### src/axi_read_pkg.sv
/*
 * Shared types for the AXI4 read-side interconnect.
 * Only the AR and R channels exist. Every burst is INCR with 4-byte beats.
 * Client and region counts are fixed here. The RTL has no module parameters.
 */
package axi_read_pkg;

    ////////////////////////////////////////
    // Sizes
    ////////////////////////////////////////
    localparam int NUM_CLIENTS  = 2;
    localparam int REGION_COUNT = 4;
    localparam int MEM_WORDS    = 16;

    // Widths that carry a meaning
    typedef logic [15:0] addr_t;
    typedef logic [31:0] data_t;
    typedef logic [3:0]  id_t;
    typedef logic [7:0]  len_t;
    typedef logic [1:0]  resp_t;
    typedef logic [0:0]  client_t;
    typedef logic [1:0]  region_idx_t;
    typedef logic [3:0]  word_idx_t;

    // AXI response codes
    localparam resp_t RESP_OKAY   = 2'b00;
    localparam resp_t RESP_DECERR = 2'b11;

    ////////////////////////////////////////
    // Channel payloads
    ////////////////////////////////////////
    typedef struct packed {
        addr_t      addr;
        len_t       len;
        logic [2:0] size;
        logic [1:0] burst;
        id_t        id;
        logic       lock;
        logic [2:0] prot;
    } ar_chan_t;

    typedef struct packed {
        data_t data;
        resp_t resp;
        logic  last;
        id_t   id;
    } r_chan_t;

    // One address window, end_addr is exclusive
    typedef struct packed {
        logic    valid;
        addr_t   base;
        addr_t   end_addr;
        client_t client;
        addr_t   client_base;
    } region_t;

    typedef enum logic [1:0] {BASE, END, CLIENT_BASE, CLIENT_VALID} region_field_t;

    typedef enum logic [1:0] {IDLE, ACTIVE, DECERR} router_state_t;

endpackage

### src/axi_burst_memory.sv
/*
 * Read-only AXI4 slave backed by a small word memory.
 * One burst at a time. arready is high whenever no burst is running.
 * Beat k returns word (addr/4 + k) mod MEM_WORDS, always with OKAY.
 * Contents are loaded through the backdoor port and are not reset.
 */
`timescale 1ns/1ps

module axi_burst_memory (
    input  logic                    clk,
    input  logic                    rst_n,

    // AR channel
    input  logic                    arvalid,
    output logic                    arready,
    input  axi_read_pkg::ar_chan_t  ar,

    // R channel
    output logic                    rvalid,
    input  logic                    rready,
    output axi_read_pkg::r_chan_t   r,

    // Backdoor load
    input  logic                    mem_we,
    input  axi_read_pkg::word_idx_t mem_index,
    input  axi_read_pkg::data_t     mem_wdata
);
    import axi_read_pkg::*;

    data_t     mem [MEM_WORDS];

    logic      busy;
    word_idx_t word_idx;
    len_t      beats_left;
    id_t       burst_id;

    assign arready = !busy;
    assign rvalid  = busy;

    always_comb begin
        r.data = mem[word_idx];
        r.resp = RESP_OKAY;
        r.last = (beats_left == '0);
        r.id   = burst_id;
    end

    ////////////////////////////////////////
    // Burst control
    ////////////////////////////////////////
    always_ff @(posedge clk) begin
        if (!rst_n) begin
            busy <= 1'b0;
        end else if (!busy) begin
            if (arvalid) begin
                busy <= 1'b1;
            end
        end else if (rready && r.last) begin
            busy <= 1'b0;
        end
    end

    // Beat position and request fields
    always_ff @(posedge clk) begin
        if (!busy && arvalid) begin
            // Byte address to word index, upper bits wrap away
            word_idx   <= ar.addr[5:2];
            beats_left <= ar.len;
            burst_id   <= ar.id;
        end else if (busy && rready) begin
            word_idx   <= word_idx + word_idx_t'(1);
            beats_left <= beats_left - len_t'(1);
        end
    end

    ////////////////////////////////////////
    // Backdoor write
    ////////////////////////////////////////
    always_ff @(posedge clk) begin
        if (mem_we) begin
            mem[mem_index] <= mem_wdata;
        end
    end

endmodule

### src/axi_read_router.sv
/*
 * 1-to-N AXI4 read router, one transaction in flight at a time.
 * The region table decides the client. A miss is answered locally with
 * arlen+1 DECERR beats carrying zero data and the request id.
 * A routed read leaves IDLE one cycle before its AR is forwarded.
 * arsize, arburst, arlock and arprot pass through untouched.
 */
`timescale 1ns/1ps

module axi_read_router (
    input  logic                   clk,
    input  logic                   rst_n,

    // Upstream master side
    input  logic                   up_arvalid,
    output logic                   up_arready,
    input  axi_read_pkg::ar_chan_t up_ar,
    output logic                   up_rvalid,
    input  logic                   up_rready,
    output axi_read_pkg::r_chan_t  up_r,

    // Region table lookup
    output axi_read_pkg::addr_t    lookup_addr,
    input  logic                   hit,
    input  axi_read_pkg::client_t  hit_client,
    input  axi_read_pkg::addr_t    hit_offset,

    // Downstream client side
    output logic                   dn_arvalid [axi_read_pkg::NUM_CLIENTS],
    input  logic                   dn_arready [axi_read_pkg::NUM_CLIENTS],
    output axi_read_pkg::ar_chan_t dn_ar,
    input  logic                   dn_rvalid  [axi_read_pkg::NUM_CLIENTS],
    output logic                   dn_rready  [axi_read_pkg::NUM_CLIENTS],
    input  axi_read_pkg::r_chan_t  dn_r       [axi_read_pkg::NUM_CLIENTS]
);
    import axi_read_pkg::*;

    router_state_t state, state_nxt;
    client_t       client_sel, client_nxt;
    logic          ardone, ardone_nxt;
    logic          rdone, rdone_nxt;

    // Request payload kept for the routed or DECERR transaction
    addr_t         raddr, raddr_nxt;
    id_t           rid, rid_nxt;
    len_t          rlen, rlen_nxt;

    assign lookup_addr = up_ar.addr;

    // Only the address is rewritten on the way down
    always_comb begin
        dn_ar      = up_ar;
        dn_ar.addr = raddr;
    end

    ////////////////////////////////////////
    // Control and channel muxing
    ////////////////////////////////////////
    always_comb begin
        state_nxt  = state;
        client_nxt = client_sel;
        ardone_nxt = ardone;
        rdone_nxt  = rdone;
        raddr_nxt  = raddr;
        rid_nxt    = rid;
        rlen_nxt   = rlen;

        up_arready = 1'b0;
        up_rvalid  = 1'b0;
        up_r       = dn_r[client_sel];
        for (int i = 0; i < NUM_CLIENTS; i++) begin
            dn_arvalid[i] = 1'b0;
            dn_rready[i]  = 1'b0;
        end

        case (state)
            IDLE: begin
                if (up_arvalid) begin
                    if (hit) begin
                        client_nxt = hit_client;
                        raddr_nxt  = hit_offset;
                        state_nxt  = ACTIVE;
                    end else begin
                        // Nobody owns this address, accept and answer locally
                        up_arready = 1'b1;
                        rlen_nxt   = up_ar.len;
                        rid_nxt    = up_ar.id;
                        state_nxt  = DECERR;
                    end
                end
            end

            ACTIVE: begin
                // AR handshake
                dn_arvalid[client_sel] = up_arvalid && !ardone;
                up_arready = dn_arready[client_sel] && !ardone;
                if (up_arvalid && up_arready) begin
                    ardone_nxt = 1'b1;
                end

                // R handshake, back-pressure goes straight down
                dn_rready[client_sel] = up_rready && !rdone;
                up_rvalid = dn_rvalid[client_sel] && !rdone;
                if (up_rvalid && up_rready && up_r.last) begin
                    rdone_nxt = 1'b1;
                end

                if (ardone_nxt && rdone_nxt) begin
                    state_nxt  = IDLE;
                    ardone_nxt = 1'b0;
                    rdone_nxt  = 1'b0;
                end
            end

            DECERR: begin
                up_rvalid   = 1'b1;
                up_r        = '0;
                up_r.resp   = RESP_DECERR;
                up_r.last   = (rlen == '0);
                up_r.id     = rid;
                if (up_rready) begin
                    rlen_nxt = rlen - len_t'(1);
                    if (rlen == '0) begin
                        state_nxt = IDLE;
                    end
                end
            end

            default: begin
                state_nxt = IDLE;
            end
        endcase
    end

    ////////////////////////////////////////
    // Registers
    ////////////////////////////////////////
    always_ff @(posedge clk) begin
        if (!rst_n) begin
            state      <= IDLE;
            client_sel <= '0;
            ardone     <= 1'b0;
            rdone      <= 1'b0;
        end else begin
            state      <= state_nxt;
            client_sel <= client_nxt;
            ardone     <= ardone_nxt;
            rdone      <= rdone_nxt;
        end
    end

    always_ff @(posedge clk) begin
        raddr <= raddr_nxt;
        rid   <= rid_nxt;
        rlen  <= rlen_nxt;
    end

endmodule

### src/axi_read_subsystem.sv
/*
 * Read subsystem top level: one upstream AR/R port, a region table,
 * the router and two 16-word memory clients (client 0 and client 1).
 * The backdoor write goes to the memory picked by mem_client.
 */
`timescale 1ns/1ps

module axi_read_subsystem (
    input  logic                        clk,
    input  logic                        rst_n,

    input  logic                        up_arvalid,
    output logic                        up_arready,
    input  axi_read_pkg::ar_chan_t      up_ar,
    output logic                        up_rvalid,
    input  logic                        up_rready,
    output axi_read_pkg::r_chan_t       up_r,

    input  logic                        cfg_we,
    input  axi_read_pkg::region_idx_t   cfg_region,
    input  axi_read_pkg::region_field_t cfg_field,
    input  axi_read_pkg::addr_t         cfg_wdata,

    input  logic                        mem_we,
    input  axi_read_pkg::client_t       mem_client,
    input  axi_read_pkg::word_idx_t     mem_index,
    input  axi_read_pkg::data_t         mem_wdata
);
    import axi_read_pkg::*;

    addr_t    lookup_addr;
    logic     hit;
    client_t  hit_client;
    addr_t    hit_offset;

    logic     dn_arvalid [NUM_CLIENTS];
    logic     dn_arready [NUM_CLIENTS];
    ar_chan_t dn_ar;
    logic     dn_rvalid  [NUM_CLIENTS];
    logic     dn_rready  [NUM_CLIENTS];
    r_chan_t  dn_r       [NUM_CLIENTS];

    logic     mem_we_sel [NUM_CLIENTS];

    // Backdoor strobe per client
    assign mem_we_sel[0] = mem_we && (mem_client == client_t'(0));
    assign mem_we_sel[1] = mem_we && (mem_client == client_t'(1));

    axi_region_table regions (
        .clk        (clk),
        .rst_n      (rst_n),
        .cfg_we     (cfg_we),
        .cfg_region (cfg_region),
        .cfg_field  (cfg_field),
        .cfg_wdata  (cfg_wdata),
        .lookup_addr(lookup_addr),
        .hit        (hit),
        .hit_client (hit_client),
        .hit_offset (hit_offset)
    );

    axi_read_router router (
        .clk        (clk),
        .rst_n      (rst_n),
        .up_arvalid (up_arvalid),
        .up_arready (up_arready),
        .up_ar      (up_ar),
        .up_rvalid  (up_rvalid),
        .up_rready  (up_rready),
        .up_r       (up_r),
        .lookup_addr(lookup_addr),
        .hit        (hit),
        .hit_client (hit_client),
        .hit_offset (hit_offset),
        .dn_arvalid (dn_arvalid),
        .dn_arready (dn_arready),
        .dn_ar      (dn_ar),
        .dn_rvalid  (dn_rvalid),
        .dn_rready  (dn_rready),
        .dn_r       (dn_r)
    );

    ////////////////////////////////////////
    // Memory clients
    ////////////////////////////////////////
    axi_burst_memory mem0 (
        .clk      (clk),
        .rst_n    (rst_n),
        .arvalid  (dn_arvalid[0]),
        .arready  (dn_arready[0]),
        .ar       (dn_ar),
        .rvalid   (dn_rvalid[0]),
        .rready   (dn_rready[0]),
        .r        (dn_r[0]),
        .mem_we   (mem_we_sel[0]),
        .mem_index(mem_index),
        .mem_wdata(mem_wdata)
    );

    axi_burst_memory mem1 (
        .clk      (clk),
        .rst_n    (rst_n),
        .arvalid  (dn_arvalid[1]),
        .arready  (dn_arready[1]),
        .ar       (dn_ar),
        .rvalid   (dn_rvalid[1]),
        .rready   (dn_rready[1]),
        .r        (dn_r[1]),
        .mem_we   (mem_we_sel[1]),
        .mem_index(mem_index),
        .mem_wdata(mem_wdata)
    );

endmodule

### src/axi_region_table.sv
/*
 * Programmable region table for the read router.
 * Fields are written one at a time. A CLIENT_VALID write takes bit 0 as the
 * client number and bit 15 as the valid flag.
 * Lookup is combinational and the highest-numbered matching region wins.
 * Reset clears only the valid flags, so a region must be fully rewritten.
 */
`timescale 1ns/1ps

module axi_region_table (
    input  logic                        clk,
    input  logic                        rst_n,
    input  logic                        cfg_we,
    input  axi_read_pkg::region_idx_t   cfg_region,
    input  axi_read_pkg::region_field_t cfg_field,
    input  axi_read_pkg::addr_t         cfg_wdata,
    input  axi_read_pkg::addr_t         lookup_addr,
    output logic                        hit,
    output axi_read_pkg::client_t       hit_client,
    output axi_read_pkg::addr_t         hit_offset
);
    import axi_read_pkg::*;

    region_t regions [REGION_COUNT];

    ////////////////////////////////////////
    // Configuration writes
    ////////////////////////////////////////
    always_ff @(posedge clk) begin
        if (!rst_n) begin
            for (int i = 0; i < REGION_COUNT; i++) begin
                regions[i].valid <= 1'b0;
            end
        end else if (cfg_we) begin
            case (cfg_field)
                BASE: begin
                    regions[cfg_region].base <= cfg_wdata;
                end
                END: begin
                    regions[cfg_region].end_addr <= cfg_wdata;
                end
                CLIENT_BASE: begin
                    regions[cfg_region].client_base <= cfg_wdata;
                end
                CLIENT_VALID: begin
                    regions[cfg_region].client <= cfg_wdata[0];
                    regions[cfg_region].valid  <= cfg_wdata[15];
                end
            endcase
        end
    end

    ////////////////////////////////////////
    // Address decode
    ////////////////////////////////////////
    // Ascending scan, so a later match overrides an earlier one
    always_comb begin
        hit        = 1'b0;
        hit_client = '0;
        hit_offset = lookup_addr;
        for (int i = 0; i < REGION_COUNT; i++) begin
            if (regions[i].valid
                    && lookup_addr >= regions[i].base
                    && lookup_addr < regions[i].end_addr) begin
                hit        = 1'b1;
                hit_client = regions[i].client;
                // Rebase into the client's own address space
                hit_offset = lookup_addr - regions[i].client_base;
            end
        end
    end

endmodule

### config.mk
export PLATFORM = sky130hd
export DESIGN_NAME = axi_read_subsystem
export DESIGN_NICKNAME = d
export VERILOG_FILES = /design/src/axi_read_pkg.sv /design/src/axi_burst_memory.sv /design/src/axi_read_router.sv /design/src/axi_read_subsystem.sv /design/src/axi_region_table.sv
export SDC_FILE = /design/constraint.sdc
export NUM_CORES = 1
export LEC_CHECK = 0
export BUFFER_PORTS_ARGS = -buffer_cell sky130_fd_sc_hd__buf_2
export CAP_MARGIN = 20
export CORE_MARGIN = 5
export CORE_UTILIZATION = 42
export CTS_CLUSTER_DIAMETER = 100
export CTS_CLUSTER_SIZE = 28
export DETAILED_ROUTE_END_ITERATION = 10
export PLACE_DENSITY = 0.56
export SLEW_MARGIN = 40
export SYNTH_ARGS = -nofsm -noshare
export SYNTH_HDL_FRONTEND = slang
export SYNTH_SLANG_ARGS = --single-unit
### constraint.sdc
create_clock -name clk -period 11.7 [get_ports clk]
set_clock_uncertainty 0.15 [all_clocks]
set_input_delay 2.34 -clock clk [delete_from_list [all_inputs] [get_ports clk]]
set_output_delay 2.34 -clock clk [all_outputs]
set_load 0.01 [all_outputs]
Word-level counts from Yosys, hierarchy flattened
Memories as Yosys holds them, arrays and structs flattened. A register that Yosys moved wholly into a read port is not among the register bits.
Cells that the tools add are included.
{"block": "totals", "reg_bits": 57, "mem_bits_rw": 1224, "wordCells": 180, "n_memories": 3}
{"memory": "mem0.mem", "depth": 16, "word_bits": 32, "read_ports": 1, "rd_clocked_by_memory_dff": 1, "write_ports": 1, "line": "axi_burst_memory.sv:30", "rtl": "data_t mem [MEM_WORDS];"}
{"memory": "mem1.mem", "depth": 16, "word_bits": 32, "read_ports": 1, "rd_clocked_by_memory_dff": 1, "write_ports": 1, "line": "axi_burst_memory.sv:30"}
{"memory": "regions.regions", "depth": 4, "word_bits": 50, "read_ports": 4, "rd_clocked_by_memory_dff": 0, "write_ports": 4, "line": "axi_region_table.sv:24", "rtl": "region_t regions [REGION_COUNT];"}
{"block": "op_classes", "addsub": 9, "n_lt_le_gt_ge": 10, "eq_ne": 10, "mux": 86, "bitwise": 5, "n_reduce_logical": 42}
{"cell": "39-bit two-way mux", "n": 4}
{"cell": "16-bit >= comparator", "n": 4}
{"cell": "16-bit less-than comparator", "n": 4}
{"cell": "8-bit two-way mux", "n": 7}
{"cell": "1-bit two-way mux", "n": 50}
{"cell": "50-bit two-way mux", "n": 1}
{"cell": "50-bit OR reduction", "n": 1}
{"cell": "1-bit logical AND", "n": 25}
{"cell": "8-bit logical NOT", "n": 3}
{"cell": "4-bit two-way mux", "n": 6}
{"cell": "6-bit two-way mux", "n": 4}
{"cell": "6-bit subtractor", "n": 4}
{"cell": "8-bit by 1-bit subtractor with 8-bit output (second input constant)", "n": 3}
{"cell": "2-bit two-way mux", "n": 8}
{"cell": "8-bit one-hot mux with 2 select lines", "n": 1}
{"cell": "4-bit by 1-bit adder with 4-bit output (second input constant)", "n": 2}
{"cell": "4-bit AND reduction", "n": 2}
{"cell": "2-bit == test (second input constant)", "n": 3}
{"cell": "2-bit != test (second input constant)", "n": 3}
{"cell": "2-bit one-hot mux with 3 select lines", "n": 1}
{"cell": "3-bit AND reduction", "n": 2}
{"cell": "2-bit nonzero test", "n": 3}
{"cell": "5-bit two-way mux", "n": 1}
{"cell": "2-bit AND", "n": 2}
{"cell": "10 further kinds", "n": 18}

Longest topological paths before layout
{"block": "logic_depth", "ltp_word": 12, "mapped_depth": 12}

Hierarchy
From an unflattened synthesis, not the netlist that was laid out.
{"block": "hier_totals", "cells_unflattened": 3215, "area_unflattened_um2": 55674.6}
{"mod": "axi_burst_memory", "instances": 2, "cells_each": 899, "area_each_um2": 20223.1}
{"mod": "axi_region_table", "instances": 1, "cells_each": 1169, "area_each_um2": 12827.3}
{"mod": "axi_read_router", "instances": 1, "cells_each": 246, "area_each_um2": 2384.8}
{"mod": "axi_read_subsystem", "instances": 1, "cells_each": 2, "area_each_um2": 16.3}

Worst setup path after synthesis
Ideal clock, no wire load.
{"block": "synth_timing", "path_type": "input -> output", "from": "in up_ar[21] (netlist name)", "to": "out up_arready", "t_arrival_ps": 4335, "t_required_ps": 9210, "setup_slack_ps": 4875, "stages": 10, "path_buffers": 0, "cell_sequence": "inv_1 -> ha_1 -> nand2b_1 -> a2111o_1 -> a32oi_1 -> and3_1 -> nor2_1 -> nand4bb_4 -> nor2_1 -> a21o_1"}
{"block": "synth_between", "elab_chain_cells": 10}
{"item": "start, declared", "line": "axi_read_subsystem.sv:14", "rtl": "input axi_read_pkg::ar_chan_t up_ar,"}
{"item": "16-bit >= comparator", "line": "axi_region_table.sv:63", "rtl": "&& lookup_addr >= regions[i].base"}
{"item": "1-bit logical AND", "line": "axi_region_table.sv:63"}
{"item": "1-bit logical AND", "line": "axi_region_table.sv:64", "rtl": "&& lookup_addr < regions[i].end_addr) begin"}
{"item": "1-bit two-way mux (3 in a row)", "line": "axi_region_table.sv:62", "rtl": "if (regions[i].valid"}
{"item": "1-bit two-way mux (*)", "line": "axi_region_table.sv:62"}
{"item": "1-bit two-way mux (*)", "line": "axi_read_router.sv:79", "rtl": "if (hit) begin"}
{"item": "1-bit two-way mux (*)", "line": "axi_read_router.sv:78", "rtl": "if (up_arvalid) begin"}
{"item": "1-bit one-hot mux with 2 select lines (*)", "line": "axi_read_router.sv:76", "rtl": "case (state)"}
{"item": "end, declared", "line": "axi_read_subsystem.sv:13", "rtl": "output logic up_arready,"}
Every way passes the cells marked *; elsewhere a longest branch is shown, timed or not.

Worst setup path in the final report
Same ends and word-level chain as after synthesis.

==> impl_summary.txt <==
----------------------------------------------------
[Drt]
  Remaining number of nets flagged by the antenna check after routing ... 0
  DRC violation total after the first TritonRoute iteration ... about 2.6k
  DR vias/cell ... approximately 5.7
  DRT Pass-1 Iters ... 5
  DR WL/cell ... ~28 µm
  Total number of vias ... between 20k and 30k
  Post-route DRC violation count ... 0
  Post-detailed-routing wire length ... 124000 µm

[Timing]
  Worst slew slack as a fraction of its limit ... 0.4205
  Accumulated negative setup slack ... 0 ns
  Setup slack after layout ... around 3.6 ns
  Finish-stage setup viols ... 0
  Fin. Hold Viols ... 0
  Achievable Freq ... between 100 and 150 MHz
  Worst Max-Slew Pin Slew ... about 0.87 ns
  Share of the clock period used by the worst path after layout ... 0.6882
  Shortest period the worst path allows ... roughly 8 ns
  Setup repair after global routing missed its margin ... no
  Number of slew-limit violations in the final report ... 0

[Finish]
  Final nets ... about 3.0k
  Most common library cell in the layout ignoring fill and taps ... sky130_fd_sc_hd__edfxtp_1
  Commonest non-fill, non-tap cells in the layout ... sky130_fd_sc_hd__edfxtp_1, sky130_fd_sc_hd__mux4_2, sky130_fd_sc_hd__inv_1, sky130_fd_sc_hd__ha_1, sky130_fd_sc_hd__buf_2
  Area added between synthesis and finish ... 9.287%
  Fraction of layout cells with a size suffix above 1 ... 0.2339

[CTS]
  CTS Sinks ... 1247
  Clock slew at the register clock pins of the worst setup and hold paths ... about 0.11 ns
  Clock tree root buffer cell ... sky130_fd_sc_hd__clkbuf_16
  Clock insertion delay at the later pin of the skew report ... 0.69 ns
  Inserted Clock Buffers ... 52
  Buffer levels on the longest clock path ... 3
  Clock H-tree levels ... 2
  Clock tree from TritonCTS ... built
  Post-CTS setup buffer count ... 0
  Number of buffers inserted for hold repair after clock tree synthesis ... 0
  Post_cts resized ... 0

[Synthesis]
  Net count after synthesis ... 2838
  Number of warning messages in the yosys log ... 0
  Post-synthesis cell type count ... 67
  Synthesized netlist cell count ... 2588
  Synthesized cell area ... 51080 µm²
  Synth async-reset ratio ... 0
  Per-instance average area after synthesis ... between 15 and 20 µm²
  Flip-flop cell with the highest count after synthesis ... sky130_fd_sc_hd__edfxtp_1
  Register area share after synthesis ... 0.7296
  Number of enable-type register cells in the synthesized netlist ... between 1k and 1.5k
  Number of synthesized register bits ... approximately 1.2k

[Worst setup path]
  Startpoint-to-endpoint class of the critical path ... primary input to primary output
  Data required, critical path ... about 9 ns
  Data arrival time of the critical path ... between 5 and 6 ns
  CP endpoint kind ... primary output
  Worst-path fanout max ... 9
  Critical path startpoint category ... primary input
  Worst-case reg-to-reg path depth ... 10

[Floorplan]
  Top-level port count ... between 100 and 150
  Die footprint ... 128700 µm²
  Floorplan row count ... about 130
  Core Box Area ... roughly 120000 µm²
  Initial core utilization ... 0.4213
  Chip height ... ~360 µm
  Die X-Extent ... 358.7 µm

[Flow run]
  Maximum Capacitance Violations ... 0

[Placement]
  Place WS ... about 3.5 ns
  Post-DP HPWL ... 69890 µm
  IO Port Bufs ... roughly 130
  Final weighted congestion in routability-driven placement ... ~0.77

[GRT]
  Gr usage total ... 0.1916
  Number of antenna violations at the first check in global routing ... 17
  First-pass GRT wire length ... 177100 µm
  Pin count of the biggest net entering global routing ... 89
  Overall overflow remaining after global route ... 0
  Number of global-route vias before repair ... roughly 25k

[Outcome]
  Outcome ... complete, no violations

[Power and ir drop]
  Static Leakage ... about 19 nW
  Maximum ir drop on the vdd rail ... 0.1437 mV
  P per Cell Area ... between 100 and 150 nW/µm²

[Hold path]
  Worst Hold Depth ... 2
  Type of the worst min-delay path ... flip-flop to flip-flop

----------------------------------------------------
==> final timing paths <==
check,end,from,slack (ns)
hold reg to reg,regions.regions[0][49],regions.regions[0][49],0.38
setup / recovery,up_arready,up_ar[21],3.65
hold / removal,regions.regions[0][49],regions.regions[0][49],0.38
setup reg to reg,router.rlen[5],regions.regions[3][41],7.86
==> cells in the mapped netlist (24+ instances only) <==
library cell	n	area share
sky130_fd_sc_hd__a21oi_1	62	0.0061
sky130_fd_sc_hd__mux2i_1	44	0.0086
sky130_fd_sc_hd__xnor2_1	24	0.0041
sky130_fd_sc_hd__nand2_1	67	0.0049
sky130_fd_sc_hd__nor3_1	24	0.0024
sky130_fd_sc_hd__nor2_1	136	0.010
sky130_fd_sc_hd__mux4_2	320	0.14
sky130_fd_sc_hd__clkbuf_1	54	0.0040
sky130_fd_sc_hd__inv_1	167	0.012
sky130_fd_sc_hd__buf_2	28	0.0027
sky130_fd_sc_hd__edfxtp_1	1229	0.72
sky130_fd_sc_hd__ha_1	150	0.037
sky130_fd_sc_hd__o21ai_0	37	0.0036
==> layer usage <==
| layer | vias to the layer above | track usage | wire [µm] |
|---|---|---|---|
| li1 | 10670 | - | - |
| met1 | 13510 | 0.2767 | 53920 |
| met2 | 705 | 0.3137 | 60150 |
| met3 | 123 | 0.02750 | 7377 |
| met4 | 2 | 0.04217 | 2567 |
| met5 | - | 0 | 13 |
==> kinds of logic (layout without fill, tap and decap cells) <==
| family | count (synthesis) | after routing | share of synthesized area |
|---|---|---|---|
| flip-flops | 1247 | 1247 | 0.7296 |
| AO/OA/AOI/OAI | 183 | 183 | 0.02352 |
| AND/OR/NAND/NOR | 332 | 332 | 0.03109 |
| other | 0 | 6 | 0 |
| buffers and inverters | 265 | 439 | 0.02053 |
| multiplexers | 374 | 374 | 0.1522 |
| XOR/XNOR | 37 | 37 | 0.006345 |
| adder cells (fa/ha/maj) | 150 | 150 | 0.03675 |
==> critical path, cell delays in order <==
cell                        delay [ns]
sky130_fd_sc_hd__buf_2            0.21
sky130_fd_sc_hd__inv_1            0.14
sky130_fd_sc_hd__ha_1             0.30
sky130_fd_sc_hd__nand2b_1         0.14
sky130_fd_sc_hd__a2111o_1         0.44
sky130_fd_sc_hd__a32oi_1          0.21
sky130_fd_sc_hd__and3_1           0.30
sky130_fd_sc_hd__nor2_1           0.17
sky130_fd_sc_hd__nand4bb_4        0.31
sky130_fd_sc_hd__nor2_1           0.63
sky130_fd_sc_hd__a21o_1           0.21
sky130_fd_sc_hd__buf_2            0.16
==> through the flow <==
| stage | cell area, µm² | cells | total power [mW] | hold slack (ns) | util |
|---|---|---|---|---|---|
| 2_1_floorplan | 51080 | 2588 | 5.247 | 0.2802 | - |
| 3_3_place_gp | 54050 | 4303 | 5.421 | 0.3313 | 0.4458 |
| 3_5_place_dp | 54190 | 4309 | 5.443 | 0.3626 | 0.4470 |
| 4_1_cts | 55760 | 4385 | 7.658 | 0.3782 | 0.4599 |
| 5_1_grt | 55810 | 4388 | 7.853 | 0.3978 | 0.4603 |
| 6_report | 55820 | 4393 | 7.582 | 0.3780 | 0.4604 |
==> where the power goes <==
group	switching (mW)	internal, mW	total [mW]
Clock	1.34	0.903	2.25
Sequential	0.0203	4.96	4.98
Combinational	0.245	0.114	0.359
Total	1.61	5.97	7.58
==> layout make-up <==
type | count | area [µm²]
Multi-Input combinational cell | 1076 | 13010
Tap cell | 1625 | 2033
Sequential cell | 1247 | 37290
Timing Repair Buffer | 195 | 1266
Fill cell | 10190 | 65420
Antenna cell | 6 | 15.01
Clock inverter | 10 | 183.9
Inverter | 168 | 630.6
Clock buffer | 66 | 1385
==> sequential cells by signal, indices dropped and copies added (netlist names), named ones only <==
register and count:
mem0.mem 512, router.raddr 4, router.rlen 8, mem1.mem 512
mem0.word_idx 4, mem0.burst_id 4, router.rid 4, mem1.burst_id 4
router.state 2, mem1.beats_left 8, mem1.rvalid 1, mem1.word_idx 4
mem0.beats_left 8, router.client_sel 1, router.ardone 1, regions.regions 160
router.rdone 1, mem0.rvalid 1
(Power assumes the default switching activity.)
